### src/alu_pkg.sv
// rv64 alu shared definitions
`default_nettype none

package alu_pkg;

	// datapath widths
	localparam int XLEN = 64;
	localparam int WORD_W = 32;
	localparam int SHAMT_W = $clog2(XLEN);
	// fold depth of the comparator tree
	localparam int CMP_LEVELS = $clog2(XLEN);

	// funct3 codes shared by op, op-imm and their word forms
	localparam logic [2:0] F3_ADD = 3'b000;
	localparam logic [2:0] F3_SLL = 3'b001;
	localparam logic [2:0] F3_SLT = 3'b010;
	localparam logic [2:0] F3_SLTU = 3'b011;
	localparam logic [2:0] F3_XOR = 3'b100;
	localparam logic [2:0] F3_SR = 3'b101;
	localparam logic [2:0] F3_OR = 3'b110;
	localparam logic [2:0] F3_AND = 3'b111;

	// funct7 values, alt selects sub and sra
	localparam logic [6:0] F7_BASE = 7'b0000000;
	localparam logic [6:0] F7_ALT = 7'b0100000;

	// operand and result word
	typedef logic [XLEN-1:0] xlen_t;
	// halfword aligned pc, bit 0 is implied zero
	typedef logic [XLEN-1:1] pc_t;

	// major opcodes, inst[6:2]
	typedef enum logic [4:0] {
		OPC_LOAD = 5'b00000,
		OPC_OP_IMM = 5'b00100,
		OPC_AUIPC = 5'b00101,
		OPC_OP_IMM_32 = 5'b00110,
		OPC_STORE = 5'b01000,
		OPC_OP = 5'b01100,
		OPC_LUI = 5'b01101,
		OPC_OP_32 = 5'b01110,
		OPC_BRANCH = 5'b11000,
		OPC_JALR = 5'b11001,
		OPC_JAL = 5'b11011,
		OPC_SYSTEM = 5'b11100
	} opcode_e;

	// where rd comes from in execute
	typedef enum logic [3:0] {
		ADD,
		ADDW,
		SLL,
		SLLW,
		SR,
		SRW,
		SLT,
		XOR,
		OR,
		AND,
		// lui immediate
		IMM,
		// return address for jal and jalr
		LINK,
		// no rd write, also used for illegal encodings
		BRANCH
	} alu_op_e;

	// one immediate word, read as a value or as a shift encoding
	typedef union packed {
		// sign-extended i/u/b/j immediate, low 32 bits
		logic [31:0] word;
		// shift view, upper acts as funct7 and upper[0] doubles as shamt[5]
		struct packed {
			logic [19:0] rest;
			logic [6:0] upper;
			logic [4:0] shamt_lo;
		} sh;
	} imm_word_u;

endpackage

`default_nettype wire

### src/alu_compare.sv
// rv64 tree comparator
`timescale 1ns/10ps
`default_nettype none

module alu_compare (
	input alu_pkg::xlen_t arg1_i,
	input alu_pkg::xlen_t arg2_i,
	input logic signed_i,
	output logic lt_o,
	output logic eq_o
);
	import alu_pkg::*;

	// per-bit partials, folded in place one level at a time
	xlen_t lt_v;
	xlen_t eq_v;

	always_comb begin
		// leaf less-than: arg1 bit 0 and arg2 bit 1
		lt_v = ~arg1_i & arg2_i;
		eq_v = ~(arg1_i ^ arg2_i);
		// sign bit has the opposite sense
		// only the topmost leaf is ever signed
		if (signed_i)
			lt_v[XLEN-1] = arg1_i[XLEN-1] & ~arg2_i[XLEN-1];

		// halve each level, pair n is bits 2n+1 (high) and 2n (low)
		for (int l = 0; l < CMP_LEVELS; l++) begin
			for (int n = 0; n < (XLEN >> (l + 1)); n++) begin
				// high half wins unless it is equal
				lt_v[n] = lt_v[2*n+1] | (eq_v[2*n+1] & lt_v[2*n]);
				eq_v[n] = eq_v[2*n+1] & eq_v[2*n];
			end
		end

		// root of the tree
		lt_o = lt_v[0];
		eq_o = eq_v[0];
	end

endmodule

`default_nettype wire

### src/alu_shift.sv
// rv64 barrel shifter
`timescale 1ns/10ps
`default_nettype none

module alu_shift (
	input alu_pkg::xlen_t value_i,
	input logic [alu_pkg::SHAMT_W-1:0] shamt_i,
	input logic arith_i,
	output alu_pkg::xlen_t sll_o,
	output alu_pkg::xlen_t sllw_o,
	output alu_pkg::xlen_t sr_o,
	output alu_pkg::xlen_t srw_o
);
	import alu_pkg::*;

	xlen_t sll_v;
	xlen_t sr_v;
	xlen_t fill_v;
	logic [WORD_W-1:0] sllw_v;
	logic [WORD_W-1:0] srw_v;
	logic [WORD_W-1:0] fillw_v;

	always_comb begin
		sll_v = value_i;
		sr_v = value_i;
		sllw_v = value_i[WORD_W-1:0];
		srw_v = value_i[WORD_W-1:0];
		// sign fill, all zero for logical shifts
		fill_v = {XLEN{arith_i & value_i[XLEN-1]}};
		fillw_v = {WORD_W{arith_i & value_i[WORD_W-1]}};

		// one stage per shamt bit, stage i moves by 2**i
		for (int i = 0; i < SHAMT_W; i++) begin
			if (shamt_i[i]) begin
				sll_v = sll_v << (1 << i);
				// vacated top bits take the fill
				sr_v = (sr_v >> (1 << i)) | (fill_v & ~(xlen_t'('1) >> (1 << i)));
				// word forms stop at 5 bits of shamt
				if (i < SHAMT_W - 1) begin
					sllw_v = sllw_v << (1 << i);
					srw_v = (srw_v >> (1 << i)) |
						(fillw_v & ~({WORD_W{1'b1}} >> (1 << i)));
				end
			end
		end
	end

	assign sll_o = sll_v;
	assign sr_o = sr_v;
	// word results sign-extend from bit 31
	assign sllw_o = {{(XLEN - WORD_W){sllw_v[WORD_W-1]}}, sllw_v};
	assign srw_o = {{(XLEN - WORD_W){srw_v[WORD_W-1]}}, srw_v};

endmodule

`default_nettype wire

### src/alu_decode.sv
// rv64 alu decode stage
`timescale 1ns/10ps
`default_nettype none

module alu_decode (
	input logic clk_i,
	input logic rst_n_i,
	input logic valid_i,
	input logic [4:0] opcode_i,
	input logic [2:0] funct3_i,
	input logic [6:0] funct7_i,
	input alu_pkg::xlen_t rs1_i,
	input alu_pkg::xlen_t rs2_i,
	input alu_pkg::imm_word_u imm_i,
	input alu_pkg::pc_t pc_i,
	input alu_pkg::pc_t pcnext_i,
	output logic dec_valid_o,
	output logic dec_sigill_o,
	output alu_pkg::alu_op_e dec_op_o,
	output alu_pkg::xlen_t dec_in1_o,
	output alu_pkg::xlen_t dec_in2_o,
	output logic dec_cin_o,
	output alu_pkg::xlen_t dec_in3_o,
	output alu_pkg::xlen_t dec_in4_o,
	output logic dec_cmp_signed_o,
	output logic dec_shift_arith_o,
	output logic dec_br_use_eq_o,
	output logic dec_br_invert_o,
	output logic dec_jump_always_o,
	output alu_pkg::pc_t dec_pcnext_o
);
	import alu_pkg::*;

	xlen_t imm64;
	logic reg_op;
	logic word_op;
	logic alt;
	logic f7_ok;
	logic [6:0] upper_chk;
	logic [SHAMT_W-1:0] imm_shamt;
	// next values of the stage register
	logic sigill;
	alu_op_e op;
	xlen_t in1;
	xlen_t in2;
	xlen_t in3;
	xlen_t in4;
	logic cin;
	logic cmp_signed;
	logic jump_always;

	assign imm64 = {{(XLEN - 32){imm_i.word[31]}}, imm_i.word};
	assign reg_op = (opcode_i == OPC_OP) || (opcode_i == OPC_OP_32);
	assign word_op = (opcode_i == OPC_OP_32) || (opcode_i == OPC_OP_IMM_32);
	// sub / sra flag, funct7 for register forms, shift view for immediates
	assign alt = reg_op ? funct7_i[5] : imm_i.sh.upper[5];
	assign imm_shamt = {imm_i.sh.upper[0], imm_i.sh.shamt_lo};
	// alt funct7 only valid on add and right shift
	assign f7_ok = (funct7_i == F7_BASE) ||
		(funct7_i == F7_ALT && (funct3_i == F3_ADD || funct3_i == F3_SR));

	// bits of the upper field that must be zero for an immediate shift
	always_comb begin
		upper_chk = imm_i.sh.upper;
		// arithmetic flag
		if (funct3_i == F3_SR)
			upper_chk[5] = 1'b0;
		// shamt[5] on full width only
		if (!word_op)
			upper_chk[0] = 1'b0;
	end

	always_comb begin
		sigill = 1'b0;
		op = ADD;
		in1 = rs1_i;
		in2 = imm64;
		cin = 1'b0;
		in3 = rs1_i;
		in4 = imm64;
		// slt vs sltu
		cmp_signed = ~funct3_i[0];
		jump_always = 1'b0;

		unique case (opcode_e'(opcode_i))
			OPC_OP_IMM, OPC_OP_IMM_32, OPC_OP, OPC_OP_32: begin
				// rs2 replaces imm, sub adds the inverse plus one
				if (reg_op) begin
					in2 = alt ? ~rs2_i : rs2_i;
					cin = alt;
					in4 = rs2_i;
					sigill = ~f7_ok;
				end
				unique case (funct3_i)
					F3_ADD:
						op = word_op ? ADDW : ADD;
					F3_SLL:
						op = word_op ? SLLW : SLL;
					F3_SR:
						op = word_op ? SRW : SR;
					F3_SLT, F3_SLTU:
						op = SLT;
					F3_XOR:
						op = XOR;
					F3_OR:
						op = OR;
					default:
						op = AND;
				endcase
				// compare and logic have no word form
				if (word_op && !(funct3_i inside {F3_ADD, F3_SLL, F3_SR}))
					sigill = 1'b1;
				// immediate shifts read shamt from the shift view
				if (!reg_op && (funct3_i == F3_SLL || funct3_i == F3_SR)) begin
					in4 = xlen_t'(imm_shamt);
					if (upper_chk != '0)
						sigill = 1'b1;
				end
			end
			OPC_LUI:
				op = IMM;
			OPC_AUIPC:
				in1 = {pc_i, 1'b0};
			OPC_BRANCH: begin
				// target on the adder, condition on the comparator
				op = BRANCH;
				in1 = {pc_i, 1'b0};
				in4 = rs2_i;
				cmp_signed = ~funct3_i[1];
				// funct3 2 and 3 unused
				sigill = (funct3_i[2:1] == 2'b01);
			end
			OPC_JAL: begin
				op = LINK;
				in1 = {pc_i, 1'b0};
				jump_always = 1'b1;
			end
			OPC_JALR: begin
				op = LINK;
				jump_always = 1'b1;
				sigill = (funct3_i != 3'b000);
			end
			// loads, stores, csr and anything else
			default:
				sigill = 1'b1;
		endcase

		// illegal: no rd and no redirect
		if (sigill) begin
			op = BRANCH;
			jump_always = 1'b0;
		end
	end

	always_ff @(posedge clk_i or negedge rst_n_i) begin
		if (!rst_n_i) begin
			dec_valid_o <= 1'b0;
			dec_sigill_o <= 1'b0;
		end else begin
			dec_valid_o <= valid_i;
			dec_sigill_o <= valid_i & sigill;
		end
	end

	// operands only move on a strobe
	always_ff @(posedge clk_i) begin
		if (valid_i) begin
			dec_op_o <= op;
			dec_in1_o <= in1;
			dec_in2_o <= in2;
			dec_cin_o <= cin;
			dec_in3_o <= in3;
			dec_in4_o <= in4;
			dec_cmp_signed_o <= cmp_signed;
			dec_shift_arith_o <= alt;
			// beq/bne test eq, the rest lt, odd funct3 inverts
			dec_br_use_eq_o <= ~funct3_i[2];
			dec_br_invert_o <= funct3_i[0];
			dec_jump_always_o <= jump_always;
			dec_pcnext_o <= pcnext_i;
		end
	end

	// an illegal strobe never reaches execute as a jump
	a_sigill_no_jump: assert property (@(posedge clk_i) disable iff (!rst_n_i)
		valid_i && sigill |=> dec_sigill_o && !dec_jump_always_o);

endmodule

`default_nettype wire

### src/alu_execute.sv
// rv64 alu execute stage
`timescale 1ns/10ps
`default_nettype none

module alu_execute (
	input logic clk_i,
	input logic rst_n_i,
	input logic dec_valid_i,
	input logic dec_sigill_i,
	input alu_pkg::alu_op_e dec_op_i,
	input alu_pkg::xlen_t dec_in1_i,
	input alu_pkg::xlen_t dec_in2_i,
	input logic dec_cin_i,
	input alu_pkg::xlen_t dec_in3_i,
	input alu_pkg::xlen_t dec_in4_i,
	input logic dec_cmp_signed_i,
	input logic dec_shift_arith_i,
	input logic dec_br_use_eq_i,
	input logic dec_br_invert_i,
	input logic dec_jump_always_i,
	input alu_pkg::pc_t dec_pcnext_i,
	output logic valid_o,
	output logic sigill_o,
	output alu_pkg::xlen_t rd_o,
	output alu_pkg::pc_t pcnext_o
);
	import alu_pkg::*;

	xlen_t sum;
	xlen_t sum_w;
	xlen_t and_v;
	xlen_t or_v;
	xlen_t xor_v;
	xlen_t sll;
	xlen_t sllw;
	xlen_t sr;
	xlen_t srw;
	xlen_t rd_next;
	logic lt;
	logic eq;
	logic cond;
	logic jump;
	pc_t pcnext_next;

	// adder, carry in completes the two's complement for sub
	assign sum = dec_in1_i + dec_in2_i + xlen_t'(dec_cin_i);
	assign sum_w = {{(XLEN - WORD_W){sum[WORD_W-1]}}, sum[WORD_W-1:0]};

	// logic unit on the misc operands
	assign and_v = dec_in3_i & dec_in4_i;
	assign or_v = dec_in3_i | dec_in4_i;
	assign xor_v = dec_in3_i ^ dec_in4_i;

	alu_compare u_compare (
		.arg1_i(dec_in3_i),
		.arg2_i(dec_in4_i),
		.signed_i(dec_cmp_signed_i),
		.lt_o(lt),
		.eq_o(eq)
	);

	// shamt is the low bits of in4, rs2 or the immediate
	alu_shift u_shift (
		.value_i(dec_in3_i),
		.shamt_i(dec_in4_i[SHAMT_W-1:0]),
		.arith_i(dec_shift_arith_i),
		.sll_o(sll),
		.sllw_o(sllw),
		.sr_o(sr),
		.srw_o(srw)
	);

	// branch outcome, inverted for bne / bge / bgeu
	assign cond = (dec_br_use_eq_i ? eq : lt) ^ dec_br_invert_i;
	assign jump = dec_jump_always_i | ((dec_op_i == BRANCH) & ~dec_sigill_i & cond);
	// taken target drops bit 0, which also clears it for jalr
	assign pcnext_next = jump ? sum[XLEN-1:1] : dec_pcnext_i;

	always_comb begin
		unique case (dec_op_i)
			ADD: rd_next = sum;
			ADDW: rd_next = sum_w;
			SLL: rd_next = sll;
			SLLW: rd_next = sllw;
			SR: rd_next = sr;
			SRW: rd_next = srw;
			SLT: rd_next = xlen_t'(lt);
			XOR: rd_next = xor_v;
			OR: rd_next = or_v;
			AND: rd_next = and_v;
			IMM: rd_next = dec_in2_i;
			// return address as a byte address
			LINK: rd_next = {dec_pcnext_i, 1'b0};
			// branches and illegal encodings
			default: rd_next = '0;
		endcase
	end

	always_ff @(posedge clk_i or negedge rst_n_i) begin
		if (!rst_n_i) begin
			valid_o <= 1'b0;
			sigill_o <= 1'b0;
		end else begin
			valid_o <= dec_valid_i;
			sigill_o <= dec_valid_i & dec_sigill_i;
		end
	end

	// result held until the next operation
	always_ff @(posedge clk_i) begin
		if (dec_valid_i) begin
			rd_o <= rd_next;
			pcnext_o <= pcnext_next;
		end
	end

	// exactly one stage of latency
	a_valid_rise: assert property (@(posedge clk_i) disable iff (!rst_n_i)
		dec_valid_i |=> valid_o);
	a_valid_idle: assert property (@(posedge clk_i) disable iff (!rst_n_i)
		!dec_valid_i |=> !valid_o);
	// decode turns illegal encodings into a no-rd op
	a_sigill_rd_zero: assert property (@(posedge clk_i) disable iff (!rst_n_i)
		sigill_o |-> rd_o == '0);

endmodule

`default_nettype wire

### src/rv_alu_top.sv
// rv64 pipelined alu top
`timescale 1ns/10ps
`default_nettype none

module rv_alu_top (
	input logic clk_i,
	input logic rst_n_i,
	input logic valid_i,
	input logic [4:0] opcode_i,
	input logic [2:0] funct3_i,
	input logic [6:0] funct7_i,
	input alu_pkg::xlen_t rs1_i,
	input alu_pkg::xlen_t rs2_i,
	input alu_pkg::imm_word_u imm_i,
	input alu_pkg::pc_t pc_i,
	input alu_pkg::pc_t pcnext_i,
	output logic valid_o,
	output logic sigill_o,
	output alu_pkg::xlen_t rd_o,
	output alu_pkg::pc_t pcnext_o
);
	import alu_pkg::*;

	// stage one register outputs
	logic dec_valid;
	logic dec_sigill;
	alu_op_e dec_op;
	xlen_t dec_in1;
	xlen_t dec_in2;
	logic dec_cin;
	xlen_t dec_in3;
	xlen_t dec_in4;
	logic dec_cmp_signed;
	logic dec_shift_arith;
	logic dec_br_use_eq;
	logic dec_br_invert;
	logic dec_jump_always;
	pc_t dec_pcnext;

	alu_decode u_decode (
		.clk_i(clk_i),
		.rst_n_i(rst_n_i),
		.valid_i(valid_i),
		.opcode_i(opcode_i),
		.funct3_i(funct3_i),
		.funct7_i(funct7_i),
		.rs1_i(rs1_i),
		.rs2_i(rs2_i),
		.imm_i(imm_i),
		.pc_i(pc_i),
		.pcnext_i(pcnext_i),
		.dec_valid_o(dec_valid),
		.dec_sigill_o(dec_sigill),
		.dec_op_o(dec_op),
		.dec_in1_o(dec_in1),
		.dec_in2_o(dec_in2),
		.dec_cin_o(dec_cin),
		.dec_in3_o(dec_in3),
		.dec_in4_o(dec_in4),
		.dec_cmp_signed_o(dec_cmp_signed),
		.dec_shift_arith_o(dec_shift_arith),
		.dec_br_use_eq_o(dec_br_use_eq),
		.dec_br_invert_o(dec_br_invert),
		.dec_jump_always_o(dec_jump_always),
		.dec_pcnext_o(dec_pcnext)
	);

	// second stage registers rd and next pc
	alu_execute u_execute (
		.clk_i(clk_i),
		.rst_n_i(rst_n_i),
		.dec_valid_i(dec_valid),
		.dec_sigill_i(dec_sigill),
		.dec_op_i(dec_op),
		.dec_in1_i(dec_in1),
		.dec_in2_i(dec_in2),
		.dec_cin_i(dec_cin),
		.dec_in3_i(dec_in3),
		.dec_in4_i(dec_in4),
		.dec_cmp_signed_i(dec_cmp_signed),
		.dec_shift_arith_i(dec_shift_arith),
		.dec_br_use_eq_i(dec_br_use_eq),
		.dec_br_invert_i(dec_br_invert),
		.dec_jump_always_i(dec_jump_always),
		.dec_pcnext_i(dec_pcnext),
		.valid_o(valid_o),
		.sigill_o(sigill_o),
		.rd_o(rd_o),
		.pcnext_o(pcnext_o)
	);

endmodule

`default_nettype wire

### config.mk
export PLATFORM = sky130hd
export DESIGN_NAME = rv_alu_top
export DESIGN_NICKNAME = d
export VERILOG_FILES = /design/src/alu_pkg.sv /design/src/alu_compare.sv /design/src/alu_shift.sv /design/src/alu_decode.sv /design/src/alu_execute.sv /design/src/rv_alu_top.sv
export SDC_FILE = /design/constraint.sdc
export NUM_CORES = 2
export LEC_CHECK = 0
export BUFFER_PORTS_ARGS = -buffer_cell sky130_fd_sc_hd__buf_2
export CORE_MARGIN = 2
export CORE_UTILIZATION = 50
export DETAILED_ROUTE_END_ITERATION = 10
export PLACE_DENSITY = 0.72
export SETUP_SLACK_MARGIN = 0.1
export SKIP_LAST_GASP = 1
export SLEW_MARGIN = 20
export SYNTH_ARGS = -nofsm -noshare
export SYNTH_HDL_FRONTEND = slang
export SYNTH_SLANG_ARGS = --single-unit
### constraint.sdc
create_clock -name clk_i -period 11.3 [get_ports clk_i]
set_clock_uncertainty 0.2 [all_clocks]
set_input_delay 0.565 -clock clk_i [delete_from_list [all_inputs] [get_ports clk_i]]
set_output_delay 0.565 -clock clk_i [all_outputs]
set_load 0.01 [all_outputs]
==> impl_metrics.py <==
metrics = {
    "drt": {
        "drt_wl_total_microns": 168000,
        "via_count": 34500,
        "via_per_inst": 6.78,
        "drt_drc_violations_left": 0,
        "drt-pass1-iter-count": 10,
        "wl_per_cell_microns": 32.9,
        "detail-route-antenna-nets": 0,
        "drtIter0Drc": 5922,
    },
    "clocking": {
        "h-tree-depth": 2,
        "cts_tree": "done",
        "clkLatencyLatePin_ns": 0.63,
        "clk_path_buf_depth": 3,
        "clock_sinks": 460,
        "cts_root_buf": "clkbuf_16",
        "cts_resized": 0,
        "cts_setup_buffers": 0,
        "path_clk_slew_ns": 0.07,
        "cts_buffers": 52,
    },
    "grt": {
        "grt_first_pass_wirelength_microns": 233000,
        "first_global_vias": 31800,
        "grt_overflow": 0,
        "antenna_found_initial": 13,
        "grt.total_usage_pct": 43.9,
        "grt_max_degree": 175,
    },
    "layout": {
        "multi_input_area_sq_um": 20500,
        "fillers": 6163,
        "nNetsFinal": 4652,
        "final_cells": 5089,
        "synthToLayoutAreaGrowth_pct": 16.3,
        "ff_latch_area_sq_um": 13800,
        "layout-drive-gt1-share_pct": 20.1,
    },
    "place": {
        "place_inst": 4859,
        "io_buffers": 432,
        "place.gp.congestion": 1.08,
        "hpwl_microns": 131000,
    },
    "yosys": {
        "ys_types": 93,
        "synthAdderAreaFrac_pct": 9.02,
        "synth_edf_count": 456,
        "syn_nets": 4240,
        "synth_mux_area_share_pct": 13.2,
        "syn_area_sq_um": 36000,
        "synthSimpleGateAreaFrac_pct": 11.7,
        "yosysSeqAreaShare_pct": 38.4,
        "synth-seq-cells": 460,
        "ys.flop_type": "edfxtp_1",
        "yosysWarnings": 0,
        "netlist_instances": 3678,
        "synth_area_per_cell_sq_um": 9.78,
        "synth_compound_area_share_pct": 19.6,
        "synth_xor_area_share_pct": 3.09,
        "async_reset_ff_share_pct": 0.870,
        "synth_top_family_by_area": "compound AO/OA/AOI/OAI gates",
    },
    "sta": {
        "holdWs_ns": 0.0265,
        "hold_violations": 0,
        "fmax_mhz": 154,
        "rsz0062_at_grt": "no",
        "finalSetupTns_ns": 0,
        "worst_slew_pin_slew_ns": 1.31,
        "setup_violations": 0,
        "fin_crit_sh_pct": 57.4,
        "min_period_ns": 6.49,
        "slew_headroom_pct": 12.1,
        "slew_violations": 0,
    },
    "worst_setup_path": {
        "crit_chain": "inv_1, ha_1, nor4_1, nand4_1, nor4_2, nand4_1, nand4_1, o311ai_2, nor2_4, buf_4, mux2_2",
        "cp_max_fo": 59,
        "critPathMaxStageDelay_ns": 0.91,
        "crit_arrival_ns": 6.66,
        "crit_type": "register to register",
        "required_ns": 11.47,
        "critical-path-top-delay-family": "simple AND/OR/NAND/NOR gates",
        "crit_path_frequent_cell": "nand4_1",
        "crit_path_top_delay_cell": "nor4_1",
        "path_buf_inv": 2,
        "start_kind": "register",
        "end_kind": "register",
    },
    "floorplanning": {
        "initial_utilization_pct": 50.4,
        "dieWidth_microns": 272,
        "die_height_microns": 272,
        "fp.coreArea_sq_um": 71400,
        "fp.dieArea_sq_um": 74100,
        "pin_count": 433,
        "num_rows": 98,
    },
    "outcome": {
        "status": "finished, final reports clean",
    },
    "pwr": {
        "ir_worst_vdd_mv": 0.137,
        "leakage_nw": 17.1,
        "powerDensity_nw_per_um2": 154,
    },
    "run": {
        "maxCapViolCount": 0,
    },
    "hold_path": {
        "hold_class": "input port to register",
    },
}
==> sequential cells by signal (all words and copies together), names as in the netlist, 4 cells and up <==
name and flops:
u_decode.dec_in4_o 64, u_decode.dec_in3_o 64, u_execute.rd_o 64, u_decode.dec_in1_o 64, u_decode.dec_in2_o 64, u_decode.dec_op_o 4, u_decode.dec_pcnext_o 63, u_execute.pcnext_o 63
==> cells in the mapped netlist, drive strengths merged (80+ instances only) <==
master / instances / area [sq um]
mux2: 130 / 1510
xnor2: 102 / 893
nor2: 375 / 1410
o21ai: 279 / 1410
nand2: 328 / 1230
ha: 256 / 3200
inv: 192 / 721
a21oi: 328 / 1670
clkbuf: 173 / 651
mux4: 80 / 1800
buf: 85 / 448
mux2i: 142 / 1430
edfxtp: 456 / 13700
==> logic make-up after synthesis <==
group	Yosys count
buf+inv	450
xor+xnor	127
flops	460
fa+ha+maj	258
compound gates	1079
mux	352
simple gates	952
==> stage by stage <==
stage,utilization [%],setup WS [ns],total power [mW],cell area [sq um]
after floorplan,-,7.27,3.53,36000
after global placement,54.4,5.15,4.53,38800
after detailed placement,54.4,5.02,4.54,38800
after CTS,58.5,5.02,6.29,41800
after global routing,58.6,4.78,6.58,41800
final,58.6,4.81,6.44,41800
==> cell type report <==
cell class	count	area share, %
Clock inverter	32	0.877
Clock buffer	64	3.22
Tap cell	950	2.84
Timing Repair Buffer	616	9.32
Sequential cell	460	33.0
Antenna cell	7	0.0419
Multi-Input combinational cell	2768	49.0
Inverter	192	1.73
==> power by group <==
part | switching, mW | leakage, nW | total [mW] | internal, mW
clock network | 0.734 | 0.826 | 1.74 | 1.01
registers | 0.176 | 4.50 | 2.30 | 2.12
logic | 1.61 | 11.8 | 2.40 | 0.784
total | 2.52 | 17.1 | 6.44 | 3.91
==> per-layer routing <==
metal  up-vias  GRT usage, %  wire (microns)
met2      2574          62.1           69100
met1     17000          64.0           68300
li1      14600             -               -
met4         6          12.8            5450
met3       321          14.0           24600
met5         -             0              36
==> timing repair <==
item,in CTS,in global routing
hold buffers,126,0
hold endpoints to repair,129,0
setup endpoints to repair,0,0
==> final timing paths <==
| check | startpoint | end | slack, ns | cells after the start |
|---|---|---|---|---|
| hold reg to reg | u_decode.dec_pcnext_o[61] | u_execute.pcnext_o[61] | 0.41 | 2 |
| max in group asynchronous | rst_n_i | u_decode.dec_valid_o | 10.65 | 2 |
| setup reg to reg | u_decode.dec_in3_o[63] | u_execute.pcnext_o[62] | 4.81 | 11 |
| hold / removal | rs1_i[61] | u_decode.dec_in3_o[61] | 0.03 | 1 |
| min in group asynchronous | rst_n_i | u_execute.sigill_o | 0.10 | 2 |
| setup / recovery | u_decode.dec_in3_o[63] | u_execute.pcnext_o[62] | 4.81 | 11 |
==> cell usage in the layout (no fill, tap or decap), types with 80 or more instances in the layout <==
cell / netlist / layout
edfxtp_1: 456 / 456
mux2_2: 118 / 118
mux2i_1: 141 / 141
o21ai_0: 257 / 256
nand2_1: 328 / 327
mux4_2: 80 / 80
buf_2: 31 / 431
inv_1: 190 / 188
dlygate4sd3_1: 0 / 126
ha_1: 256 / 256
xnor2_1: 102 / 101
a21oi_1: 325 / 323
nor2_1: 374 / 367
Note: power is estimated with default switching activity, not from simulation.
